[src/hw/psg_cfg.svh]
`ifndef PSG_CFG_SVH
`define PSG_CFG_SVH

// ==================================================
// wave table fetch engine sizing
// ==================================================

// number of wave table channels
`define PSG_NUM_CHAN 8

// phase accumulator and frequency word width
`define PSG_PHASE_W 16

// wave table address is {channel, top phase byte}
`define PSG_WAVE_AW 11

// sample width returned by the wave table
`define PSG_DATA_W 12

`endif

[src/hw/psgPkg.sv]
`include "psg_cfg.svh"

package psgPkg;

	// ==================================================
	// shared types
	// ==================================================

	// channel number, wide enough for every wave table channel
	typedef logic [$clog2(`PSG_NUM_CHAN)-1:0] chanIdx_t;

	// bus master sequencing
	typedef enum logic {
		msIdle,
		msCycle
	} masterState_t;

endpackage

[src/hw/psgBusArb.sv]
`timescale 1ns/100ps

`include "psg_cfg.svh"

module psgBusArb import psgPkg::*; (
	input  logic                     clk,
	input  logic                     rst,
	input  logic [`PSG_NUM_CHAN-1:0] chanReq,
	input  logic                     done,
	output logic                     grantValid,
	output chanIdx_t                 grantChan
);

	logic     anyReq;
	chanIdx_t winner;

	// ==================================================
	// priority encoder
	// ==================================================

	// scan from the top so the lowest requester is left standing
	always_comb begin
		winner = '0;
		for (int i = `PSG_NUM_CHAN - 1; i >= 0; i--) begin
			if (chanReq[i]) begin
				winner = chanIdx_t'(i);
			end
		end
	end

	assign anyReq = |chanReq;

	// ==================================================
	// registered grant
	// ==================================================
	always_ff @(posedge clk) begin
		if (rst) begin
			grantValid <= 1'b0;
			grantChan  <= '0;
		end else if (grantValid) begin
			// owner keeps the bus until its read completes
			if (done) begin
				grantValid <= 1'b0;
			end
		end else if (anyReq) begin
			grantValid <= 1'b1;
			grantChan  <= winner;
		end
	end

	// dropping the grant on done forces one idle clock, which lets
	// the served channel clear its request before the next scan

endmodule

[src/hw/psgWaveChannels.sv]
`timescale 1ns/100ps

`include "psg_cfg.svh"

module psgWaveChannels import psgPkg::*; (
	input  logic                                         clk,
	input  logic                                         rst,
	input  logic                                         ce,
	input  logic                                         regWe,
	input  chanIdx_t                                     regChan,
	input  logic [`PSG_PHASE_W-1:0]                      regFreq,
	input  logic                                         done,
	input  chanIdx_t                                     doneChan,
	output logic [`PSG_NUM_CHAN-1:0]                     chanReq,
	output logic [`PSG_NUM_CHAN-1:0][`PSG_WAVE_AW-1:0]   chanAdr
);

	// width of the phase byte that indexes one channel's table
	localparam int ByteW = `PSG_WAVE_AW - $bits(chanIdx_t);

	// ==================================================
	// one accumulator per channel
	// ==================================================
	for (genvar i = 0; i < `PSG_NUM_CHAN; i++) begin : gChan
		logic [`PSG_PHASE_W-1:0] freq;
		logic [`PSG_PHASE_W-1:0] phase;
		logic [`PSG_PHASE_W-1:0] nextPhase;
		logic                    regHit;
		logic                    doneHit;
		logic                    topChange;

		assign nextPhase = phase + freq;
		assign regHit    = regWe && (regChan == chanIdx_t'(i));
		assign doneHit   = done && (doneChan == chanIdx_t'(i));

		// a new table entry is needed once the top byte moves
		assign topChange = ce &&
			(nextPhase[`PSG_PHASE_W-1 -: ByteW] != phase[`PSG_PHASE_W-1 -: ByteW]);

		always_ff @(posedge clk) begin
			if (rst) begin
				freq       <= '0;
				phase      <= '0;
				chanReq[i] <= 1'b0;
			end else if (regHit) begin
				// frequency write restarts the wave at entry zero
				freq       <= regFreq;
				phase      <= '0;
				chanReq[i] <= 1'b1;
			end else begin
				if (ce) begin
					phase <= nextPhase;
				end
				// a fresh byte on the done edge keeps the request alive
				if (topChange) begin
					chanReq[i] <= 1'b1;
				end else if (doneHit) begin
					chanReq[i] <= 1'b0;
				end
			end
		end

		// pending address, newest byte overwrites an unserved one
		always_ff @(posedge clk) begin
			if (regHit) begin
				chanAdr[i] <= {chanIdx_t'(i), {ByteW{1'b0}}};
			end else if (topChange) begin
				chanAdr[i] <= {chanIdx_t'(i), nextPhase[`PSG_PHASE_W-1 -: ByteW]};
			end
		end
	end

endmodule

[src/hw/psgWaveFetch.sv]
`timescale 1ns/100ps

`include "psg_cfg.svh"

module psgWaveFetch import psgPkg::*; (
	input  logic                     clk,
	input  logic                     rst,
	input  logic                     ce,
	// frequency write port
	input  logic                     regWe,
	input  chanIdx_t                 regChan,
	input  logic [`PSG_PHASE_W-1:0]  regFreq,
	// wishbone master
	output logic                     wbCyc,
	output logic                     wbStb,
	output logic                     wbWe,
	output logic [`PSG_WAVE_AW-1:0]  wbAdr,
	input  logic [`PSG_DATA_W-1:0]   wbDatI,
	input  logic                     wbAck,
	// sample stream
	output logic                     smpValid,
	output chanIdx_t                 smpChan,
	output logic [`PSG_DATA_W-1:0]   smpData
);

	logic [`PSG_NUM_CHAN-1:0]                   chanReq;
	logic [`PSG_NUM_CHAN-1:0][`PSG_WAVE_AW-1:0] chanAdr;
	logic                                       grantValid;
	chanIdx_t                                   grantChan;
	logic                                       done;
	chanIdx_t                                   doneChan;

	// ==================================================
	// channels feed the arbiter, arbiter feeds the master
	// ==================================================
	psgWaveChannels uChannels (
		.clk      (clk),
		.rst      (rst),
		.ce       (ce),
		.regWe    (regWe),
		.regChan  (regChan),
		.regFreq  (regFreq),
		.done     (done),
		.doneChan (doneChan),
		.chanReq  (chanReq),
		.chanAdr  (chanAdr)
	);

	psgBusArb uArb (
		.clk        (clk),
		.rst        (rst),
		.chanReq    (chanReq),
		.done       (done),
		.grantValid (grantValid),
		.grantChan  (grantChan)
	);

	// done closes the loop back to both the arbiter and the channels
	psgWaveMaster uMaster (
		.clk        (clk),
		.rst        (rst),
		.grantValid (grantValid),
		.grantChan  (grantChan),
		.chanAdr    (chanAdr),
		.wbDatI     (wbDatI),
		.wbAck      (wbAck),
		.wbCyc      (wbCyc),
		.wbStb      (wbStb),
		.wbWe       (wbWe),
		.wbAdr      (wbAdr),
		.done       (done),
		.doneChan   (doneChan),
		.smpValid   (smpValid),
		.smpChan    (smpChan),
		.smpData    (smpData)
	);

endmodule

[src/hw/psgWaveMaster.sv]
`timescale 1ns/100ps

`include "psg_cfg.svh"

module psgWaveMaster import psgPkg::*; (
	input  logic                                         clk,
	input  logic                                         rst,
	input  logic                                         grantValid,
	input  chanIdx_t                                     grantChan,
	input  logic [`PSG_NUM_CHAN-1:0][`PSG_WAVE_AW-1:0]   chanAdr,
	input  logic [`PSG_DATA_W-1:0]                       wbDatI,
	input  logic                                         wbAck,
	output logic                                         wbCyc,
	output logic                                         wbStb,
	output logic                                         wbWe,
	output logic [`PSG_WAVE_AW-1:0]                      wbAdr,
	output logic                                         done,
	output chanIdx_t                                     doneChan,
	output logic                                         smpValid,
	output chanIdx_t                                     smpChan,
	output logic [`PSG_DATA_W-1:0]                       smpData
);

	masterState_t state;
	logic         startCyc;
	logic         endCyc;

	// the grant is still up on the clock after done, so skip it there
	assign startCyc = (state == msIdle) && grantValid && !done;
	assign endCyc   = (state == msCycle) && wbAck;

	// read only master
	assign wbWe = 1'b0;

	// ==================================================
	// bus cycle control
	// ==================================================
	always_ff @(posedge clk) begin
		if (rst) begin
			state    <= msIdle;
			wbCyc    <= 1'b0;
			wbStb    <= 1'b0;
			done     <= 1'b0;
			smpValid <= 1'b0;
		end else begin
			done     <= 1'b0;
			smpValid <= 1'b0;
			case (state)
				msIdle: begin
					if (startCyc) begin
						state <= msCycle;
						wbCyc <= 1'b1;
						wbStb <= 1'b1;
					end
				end
				msCycle: begin
					// wait states simply hold cyc and stb
					if (endCyc) begin
						state    <= msIdle;
						wbCyc    <= 1'b0;
						wbStb    <= 1'b0;
						done     <= 1'b1;
						smpValid <= 1'b1;
					end
				end
				default: state <= msIdle;
			endcase
		end
	end

	// ==================================================
	// address and sample capture
	// ==================================================
	always_ff @(posedge clk) begin
		if (startCyc) begin
			wbAdr <= chanAdr[grantChan];
		end
		if (endCyc) begin
			doneChan <= grantChan;
			smpChan  <= grantChan;
			smpData  <= wbDatI;
		end
	end

endmodule

[config.mk]
export PLATFORM = sky130hd
export DESIGN_NAME = psgWaveFetch
export DESIGN_NICKNAME = d
export VERILOG_FILES = /design/src/hw/psgPkg.sv /design/src/hw/psgBusArb.sv /design/src/hw/psgWaveChannels.sv /design/src/hw/psgWaveFetch.sv /design/src/hw/psgWaveMaster.sv
export VERILOG_INCLUDE_DIRS = /design/src /design/src/hw
export SDC_FILE = /design/constraint.sdc
export NUM_CORES = 1
export LEC_CHECK = 0
export BUFFER_PORTS_ARGS = -buffer_cell sky130_fd_sc_hd__clkbuf_2
export CAP_MARGIN = 0
export CORE_MARGIN = 5
export CORE_UTILIZATION = 58
export DETAILED_ROUTE_END_ITERATION = 16
export GPL_TIMING_DRIVEN = 0
export MAX_ROUTING_LAYER = met4
export PLACE_DENSITY = 0.71
export SYNTH_ARGS = -nofsm -noshare
export SYNTH_HDL_FRONTEND = slang
export SYNTH_HIERARCHICAL = 1
export SYNTH_SLANG_ARGS = --single-unit
[constraint.sdc]
create_clock -name clk -period 6.25 [get_ports clk]
set_clock_uncertainty 0.15 [all_clocks]
set_input_delay 1.25 -clock clk [delete_from_list [all_inputs] [get_ports clk]]
set_output_delay 1.25 -clock clk [all_outputs]
set_load 0.05 [all_outputs]
# ---- After elaboration in Yosys (flattened, before gate mapping)
# Index checks and enable logic that the tools add are counted.
dict set report totals {
  reg_bits 361
  word_cells 169
  out_inout_bits 30
}
dict set report classes {
  n_mux 44
  eq_ne 24
  addsub 8
  magnitude_cmp 1
  reduce_logical 50
  bitwise 2
}
# operator count
set ops {}
lappend ops {{$add 16x16->16} 8}
lappend ops {{$ne 8x8->1} 8}
lappend ops {{$bmux 11 s3} 1}
lappend ops {{$mux 1} 32}
lappend ops {{$logic_and 1x1->1} 27}
lappend ops {{$eq 3x3->1 const B} 8}
lappend ops {{$mux 3} 8}
lappend ops {{$reduce_bool 3->1} 8}
lappend ops {{$reduce_or 2->1} 9}
lappend ops {{$eq 3x2->1 const B} 4}
lappend ops {{$mux 11} 1}
lappend ops {{$reduce_or 8->1} 1}
lappend ops {{$eq 3x1->1 const B} 2}
lappend ops {{$logic_not 3->1} 2}
lappend ops {{$lt 3x4->1 const B} 1}
lappend ops {{$pmux 1 s2} 2}
lappend ops {{$reduce_and 2->1} 2}
lappend ops {{$ne 2x1->1 const B} 1}
lappend ops {{$ne 2x2->1 const B} 1}
lappend ops {{$not 1->1} 2}
lappend ops {{$logic_not 1->1} 1}

# ---- Depth between registers and ports, before layout
dict set report depth {
  word_depth 8
  ltp_mapped 13
  depth_no_buf 11
}

# ---- Hierarchy
# The synthesis kept the hierarchy.
# module cells_per_inst area_each_um2 instances
set modules_own_cells {}
lappend modules_own_cells {psgWaveChannels 2380 19668.9 1}
lappend modules_own_cells {psgWaveMaster 82 1672.9 1}
lappend modules_own_cells {psgBusArb 27 224.0 1}

# ---- Least setup slack after synthesis
# Ideal clock, no wire load.
dict set report synth_path {
  path_kind {register to register}
  start {reg uChannels.gChan[7].freq[0]}
  end {reg uChannels/chanAdr[78] (netlist name)}
  path_stages_with_launch 12
  n_path_buf 0
  slack_ns 2.631
  synth_period_minus_slack_ns 3.619
  arrival_ns 3.342
  required_time_ns 5.972
  cell_sequence {dfxtp_1 -> ha_1 -> fa_1 -> a21o_1 -> a2111oi_4 -> a21oi_2 -> a31oi_2 -> xnor3_1 -> or3_4 -> o41ai_4 -> mux2i_1 -> nor2_1}
}
dict set report synth_between {
  elab_chain_len 3
}
# item line
set synth_lines {}
lappend synth_lines {{start, declared} psgWaveChannels.sv:25} ;# logic [`PSG_PHASE_W-1:0] freq;
lappend synth_lines {{start signal, assigned} psgWaveChannels.sv:47} ;# freq <= regFreq;
lappend synth_lines {{$add 16x16->16 *} psgWaveChannels.sv:32} ;# assign nextPhase = phase + freq;
lappend synth_lines {{$ne 8x8->1} psgWaveChannels.sv:38} ;# (nextPhase[`PSG_PHASE_W-1 -: ByteW] != phase[`PSG_PHASE_W-1 -: ByteW]);
lappend synth_lines {{$logic_and 1x1->1} psgWaveChannels.sv:37} ;# assign topChange = ce &&
lappend synth_lines {{end signal, assigned by index} psgWaveChannels.sv:66} ;# chanAdr[i] <= {chanIdx_t'(i), {ByteW{1'b0}}};
lappend synth_lines {{end signal, assigned by index} psgWaveChannels.sv:68} ;# chanAdr[i] <= {chanIdx_t'(i), nextPhase[`PSG_PHASE_W-1 -: ByteW]};
lappend synth_lines {{end, declared} psgWaveChannels.sv:15} ;# output logic [`PSG_NUM_CHAN-1:0][`PSG_WAVE_AW-1:0] chanAdr
# Every way passes the cells marked *; elsewhere a longest branch is shown, timed or not.
# A chain may end at the register's enable or synchronous reset.

# ---- Worst setup path after layout
dict set report layout_path {
  start {reg uChannels.gChan[5].phase[0]}
  end {reg uChannels/chanAdr[62] (netlist name)}
}
dict set report layout_between {
  elab_chain_len 3
}
# item line
set layout_lines {}
lappend layout_lines {{start, declared} psgWaveChannels.sv:26} ;# logic [`PSG_PHASE_W-1:0] phase;
lappend layout_lines {{start signal, assigned} psgWaveChannels.sv:52} ;# phase <= nextPhase;
lappend layout_lines {{$add 16x16->16 *} psgWaveChannels.sv:32}
lappend layout_lines {{$ne 8x8->1} psgWaveChannels.sv:38}
lappend layout_lines {{$logic_and 1x1->1} psgWaveChannels.sv:37}
# Marked as above.

==> impl_results.md <==
- Share of post-route cells with drive strength above 1: 7.83%
- Nets: 2763
- Detailed-route via count: 19200
- Netlist cell types: 96
- Synthesis-stage register bit count: 361
- Final period util: 69.5%
- Die extent in x: 203 um
- Static power due to leakage: 10.2 nW
- IO Port Bufs: 45
- Count of hold-fix buffers inserted at cts: 0
- Startpoint type of the worst setup path: register
- Via count of the first global-routing pass: 18100
- Antenna Nets Post-Route: 0
- Worst Path Arrival: 4620 ps
- Setup repair after global routing missed its margin: false
- Avg Inst Size Synth: 8.66 sq um
- GRT Resource Usage Total: 31.6%
- Clk root buf: sky130_fd_sc_hd__clkbuf_16
- Post-synth ARST share: 0%
- Overflow after GRT: 0
- Netlist Area Pre-Place: 21600 sq um
- Total core area: 36700 sq um
- Count of final max-slew check failures: 0
- Post CTS Setup Buffer Count: 0
- Drt pass-1 iters: 6
- Buffers plus inverters on the worst setup path: 1
- Number of hold-slack violations in the final timing report: 0
- Hold WC Path Type: register to register
- Worst IR drop on VDD: 0.000211 V
- Kind of capture point of the worst setup path: register
- Post-route setup TNS: 0 ps
- Clock latency of the later-clocked register in the worst-skew pair: 560 ps
- Clock buffer count from CTS: 41
- Total of endpoints with negative setup slack in the final report: 0
- Status: completed
- Count of warnings emitted by yosys: 6
- I/O pins: 66
- Area contributors post-synth: sky130_fd_sc_hd__dfxtp_1 (31%), sky130_fd_sc_hd__ha_1 (7.0%), sky130_fd_sc_hd__nand2_1 (6.4%), sky130_fd_sc_hd__mux2i_1 (6.2%), sky130_fd_sc_hd__a21oi_1 (5.7%)
- Clock-pin slew of the registers on the worst-case setup and hold paths: 60 ps
- Drc violations: 0
- Via density: 6.18
- Half-perimeter wire length after detailed placement: 46400 um
- Number of antenna violations at the first check in global routing: 4
- Drt total wl: 64900 um
- Top-area cell type share of the netlist area: 31.1%
- Kind of critical path: register to register
- Slew HR: 13.1%
- Power density normalized to cell area: 265 nW/um^2
- Number of cells produced by synthesis: 2489
- H-Tree Level Count: 2
- Synth-to-layout area growth: 10.8%
- Final period demand of the worst path: 4340 ps
- Flip-flop cell with the highest count after synthesis: sky130_fd_sc_hd__dfxtp_1
- Library cell occupying the most area in the post-synthesis netlist: sky130_fd_sc_hd__dfxtp_1
- Clock sink total: 361
- Clock tree from TritonCTS: built
- Number of cells in the finished layout apart from fillers: 3105
- CP max stage delay: 770 ps
- Largest net degree at the start of global routing: 18
- Cell chain of the critical path: ha_1 > fa_1 > a21oi_1 > o221ai_1 > a221oi_1 > mux2i_1 > nand2_1 > xnor2_1 > and4_1 > clkbuf_1 > nor3_1 > o41a_1
- Achievable clock frequency: 0.230 GHz
- Die area: 41100 sq um
- Maximum fanout encountered on the critical timing path: 7
- Number of enable-type register cells in the synthesized netlist: 26
- Maximum clock path buffer count: 3
- Cell family with most CP delay: compound AO/OA/AOI/OAI gates
- Wire length of the first global-routing pass: 101000 um
- Required time at the worst-slack endpoint: 6520 ps
- Seq/Total Area, Yosys: 34.7%
- Row Count: 70
- Starting Density: 58.8%
- Cell with the biggest individual delay on the critical path: sky130_fd_sc_hd__a221oi_1
- Resized Gates After CTS: 0
- Mean routed wirelength per cell: 20.9 um
- Final setup margin: 1910 ps
- Starting DRT DRC Count: 1982
- Max-cap check violation count: 0
- Dpl ws: 1790 ps
- Slew at the pin closest to its max-slew limit: 1290 ps
- Weighted congestion at the end of routability-driven global placement: 0.933
- Final-layout worst hold slack: 307 ps
- Post-Place Cells: 3024
- Y dimension of the die: 203 um
## area by class of cell
class | instances | area [sq um]
well taps | 468 | 586
flip-flops and latches | 361 | 7490
diodes | 5 | 12.5
multi-input cells | 1926 | 13100
repair buffers | 45 | 225
fillers | 3114 | 12800
inverters | 50 | 188
clock inverters | 17 | 221
plain buffers | 174 | 832
clock buffers | 59 | 1200
## report_power, final
group / switching [mW] / internal, mW
Combinational: 0.689 / 0.452
Clock: 0.999 / 1.54
Sequential: 0.143 / 2.51
## worst paths after layout
| kind | startpoint | endpoint | slack (ps) | depth (start not counted) |
|---|---|---|---|---|
| setup / recovery | uChannels/gChan[5].phase[0] | uChannels/chanAdr[62] | 1910 | 12 |
| hold / removal | uChannels/chanAdr[39] | uChannels/chanAdr[39] | 310 | 2 |
| setup reg to reg | uChannels/gChan[5].phase[0] | uChannels/chanAdr[62] | 1910 | 12 |
| hold reg to reg | uChannels/chanAdr[39] | uChannels/chanAdr[39] | 310 | 2 |
## synthesized netlist by cell type (all sizes together) (6+ instances only)
library cell / n
nand2: 370
dfxtp: 335
a21oi: 247
nor2: 232
mux2i: 134
ha: 120
clkbuf: 119
xnor2: 85
o21ai: 65
buf: 55
a21o: 54
inv: 49
nor3: 46
a211oi: 45
nand3: 40
xor2: 39
nand2b: 33
edfxtp: 26
nand4: 25
mux4: 22
o21a: 22
a2111oi: 20
and3: 19
nor2b: 18
nor4: 18
and2: 17
or3: 17
o211ai: 15
mux2: 14
a31oi: 13
xnor3: 11
o21bai: 10
a211o: 9
a41oi: 8
fa: 8
o31ai: 8
or2: 8
a311o: 7
a32oi: 7
a221oi: 6
nor3b: 6
o211a: 6
o311ai: 6
xor3: 6
## worst reg2reg max path: stages (launching register included)
cell                       delay [ps]
sky130_fd_sc_hd__dfxtp_1          330
sky130_fd_sc_hd__ha_1             210
sky130_fd_sc_hd__fa_1             420
sky130_fd_sc_hd__a21oi_1          300
sky130_fd_sc_hd__o221ai_1         290
sky130_fd_sc_hd__a221oi_1         770
sky130_fd_sc_hd__mux2i_1          300
sky130_fd_sc_hd__nand2_1          140
sky130_fd_sc_hd__xnor2_1          290
sky130_fd_sc_hd__and4_1           230
sky130_fd_sc_hd__clkbuf_1         290
sky130_fd_sc_hd__nor3_1           120
sky130_fd_sc_hd__o41a_1           390
## logic make-up after synthesis
logic type | synth area share [%]
buffers and inverters | 4.73
adders and majority gates | 7.70
other | 0.0522
muxes | 9.63
xor gates and xnor gates | 6.85
AOI/OAI and AO/OA | 18.1
and+or+nand+nor | 18.2
DFF | 34.7
## metrics by stage
stage          util, %  power, mW  instance area, sq um
2_1_floorplan        -       3.46                 21600
3_3_place_gp      61.2       3.77                 22500
3_5_place_dp      61.2       3.80                 22500
4_1_cts           65.1       6.33                 23900
5_1_grt           65.1       6.55                 23900
6_report          65.1       6.33                 23900
## placed cells by master (no fill, tap or decap), types with 39 or more instances in the layout
cell and count:
sky130_fd_sc_hd__a211oi_1 45, sky130_fd_sc_hd__a21o_1 53, sky130_fd_sc_hd__a21oi_1 246, sky130_fd_sc_hd__buf_4 39, sky130_fd_sc_hd__clkbuf_1 122, sky130_fd_sc_hd__clkbuf_16 43
sky130_fd_sc_hd__clkbuf_2 52, sky130_fd_sc_hd__dfxtp_1 335, sky130_fd_sc_hd__ha_1 120, sky130_fd_sc_hd__inv_1 49, sky130_fd_sc_hd__mux2i_1 134, sky130_fd_sc_hd__nand2_1 370
sky130_fd_sc_hd__nand3_1 40, sky130_fd_sc_hd__nor2_1 232, sky130_fd_sc_hd__nor3_1 46, sky130_fd_sc_hd__o21ai_0 64, sky130_fd_sc_hd__xnor2_1 85, sky130_fd_sc_hd__xor2_1 39
## state kept, by name, summed over array words and instances, names as in the netlist, 3 cells and up
register,count
uChannels/gChan.phase,128
uChannels/chanAdr,64
uArb/grantChan,3
uMaster/wbAdr,11
uMaster/smpChan,3
uChannels/gChan.freq,128
uMaster/smpData,12
uChannels/chanReq,8
## layer usage
| metal | up-vias | GRT usage [%] | wire (um) |
|---|---|---|---|
| met4 | 0 | 10.4 | 2540 |
| met5 | - | - | 0 |
| met2 | 783 | 48.2 | 28400 |
| met3 | 166 | 5.57 | 5810 |
| li1 | 9091 | - | - |
| met1 | 9139 | 43.0 | 28200 |
(Power assumes the default switching activity.)
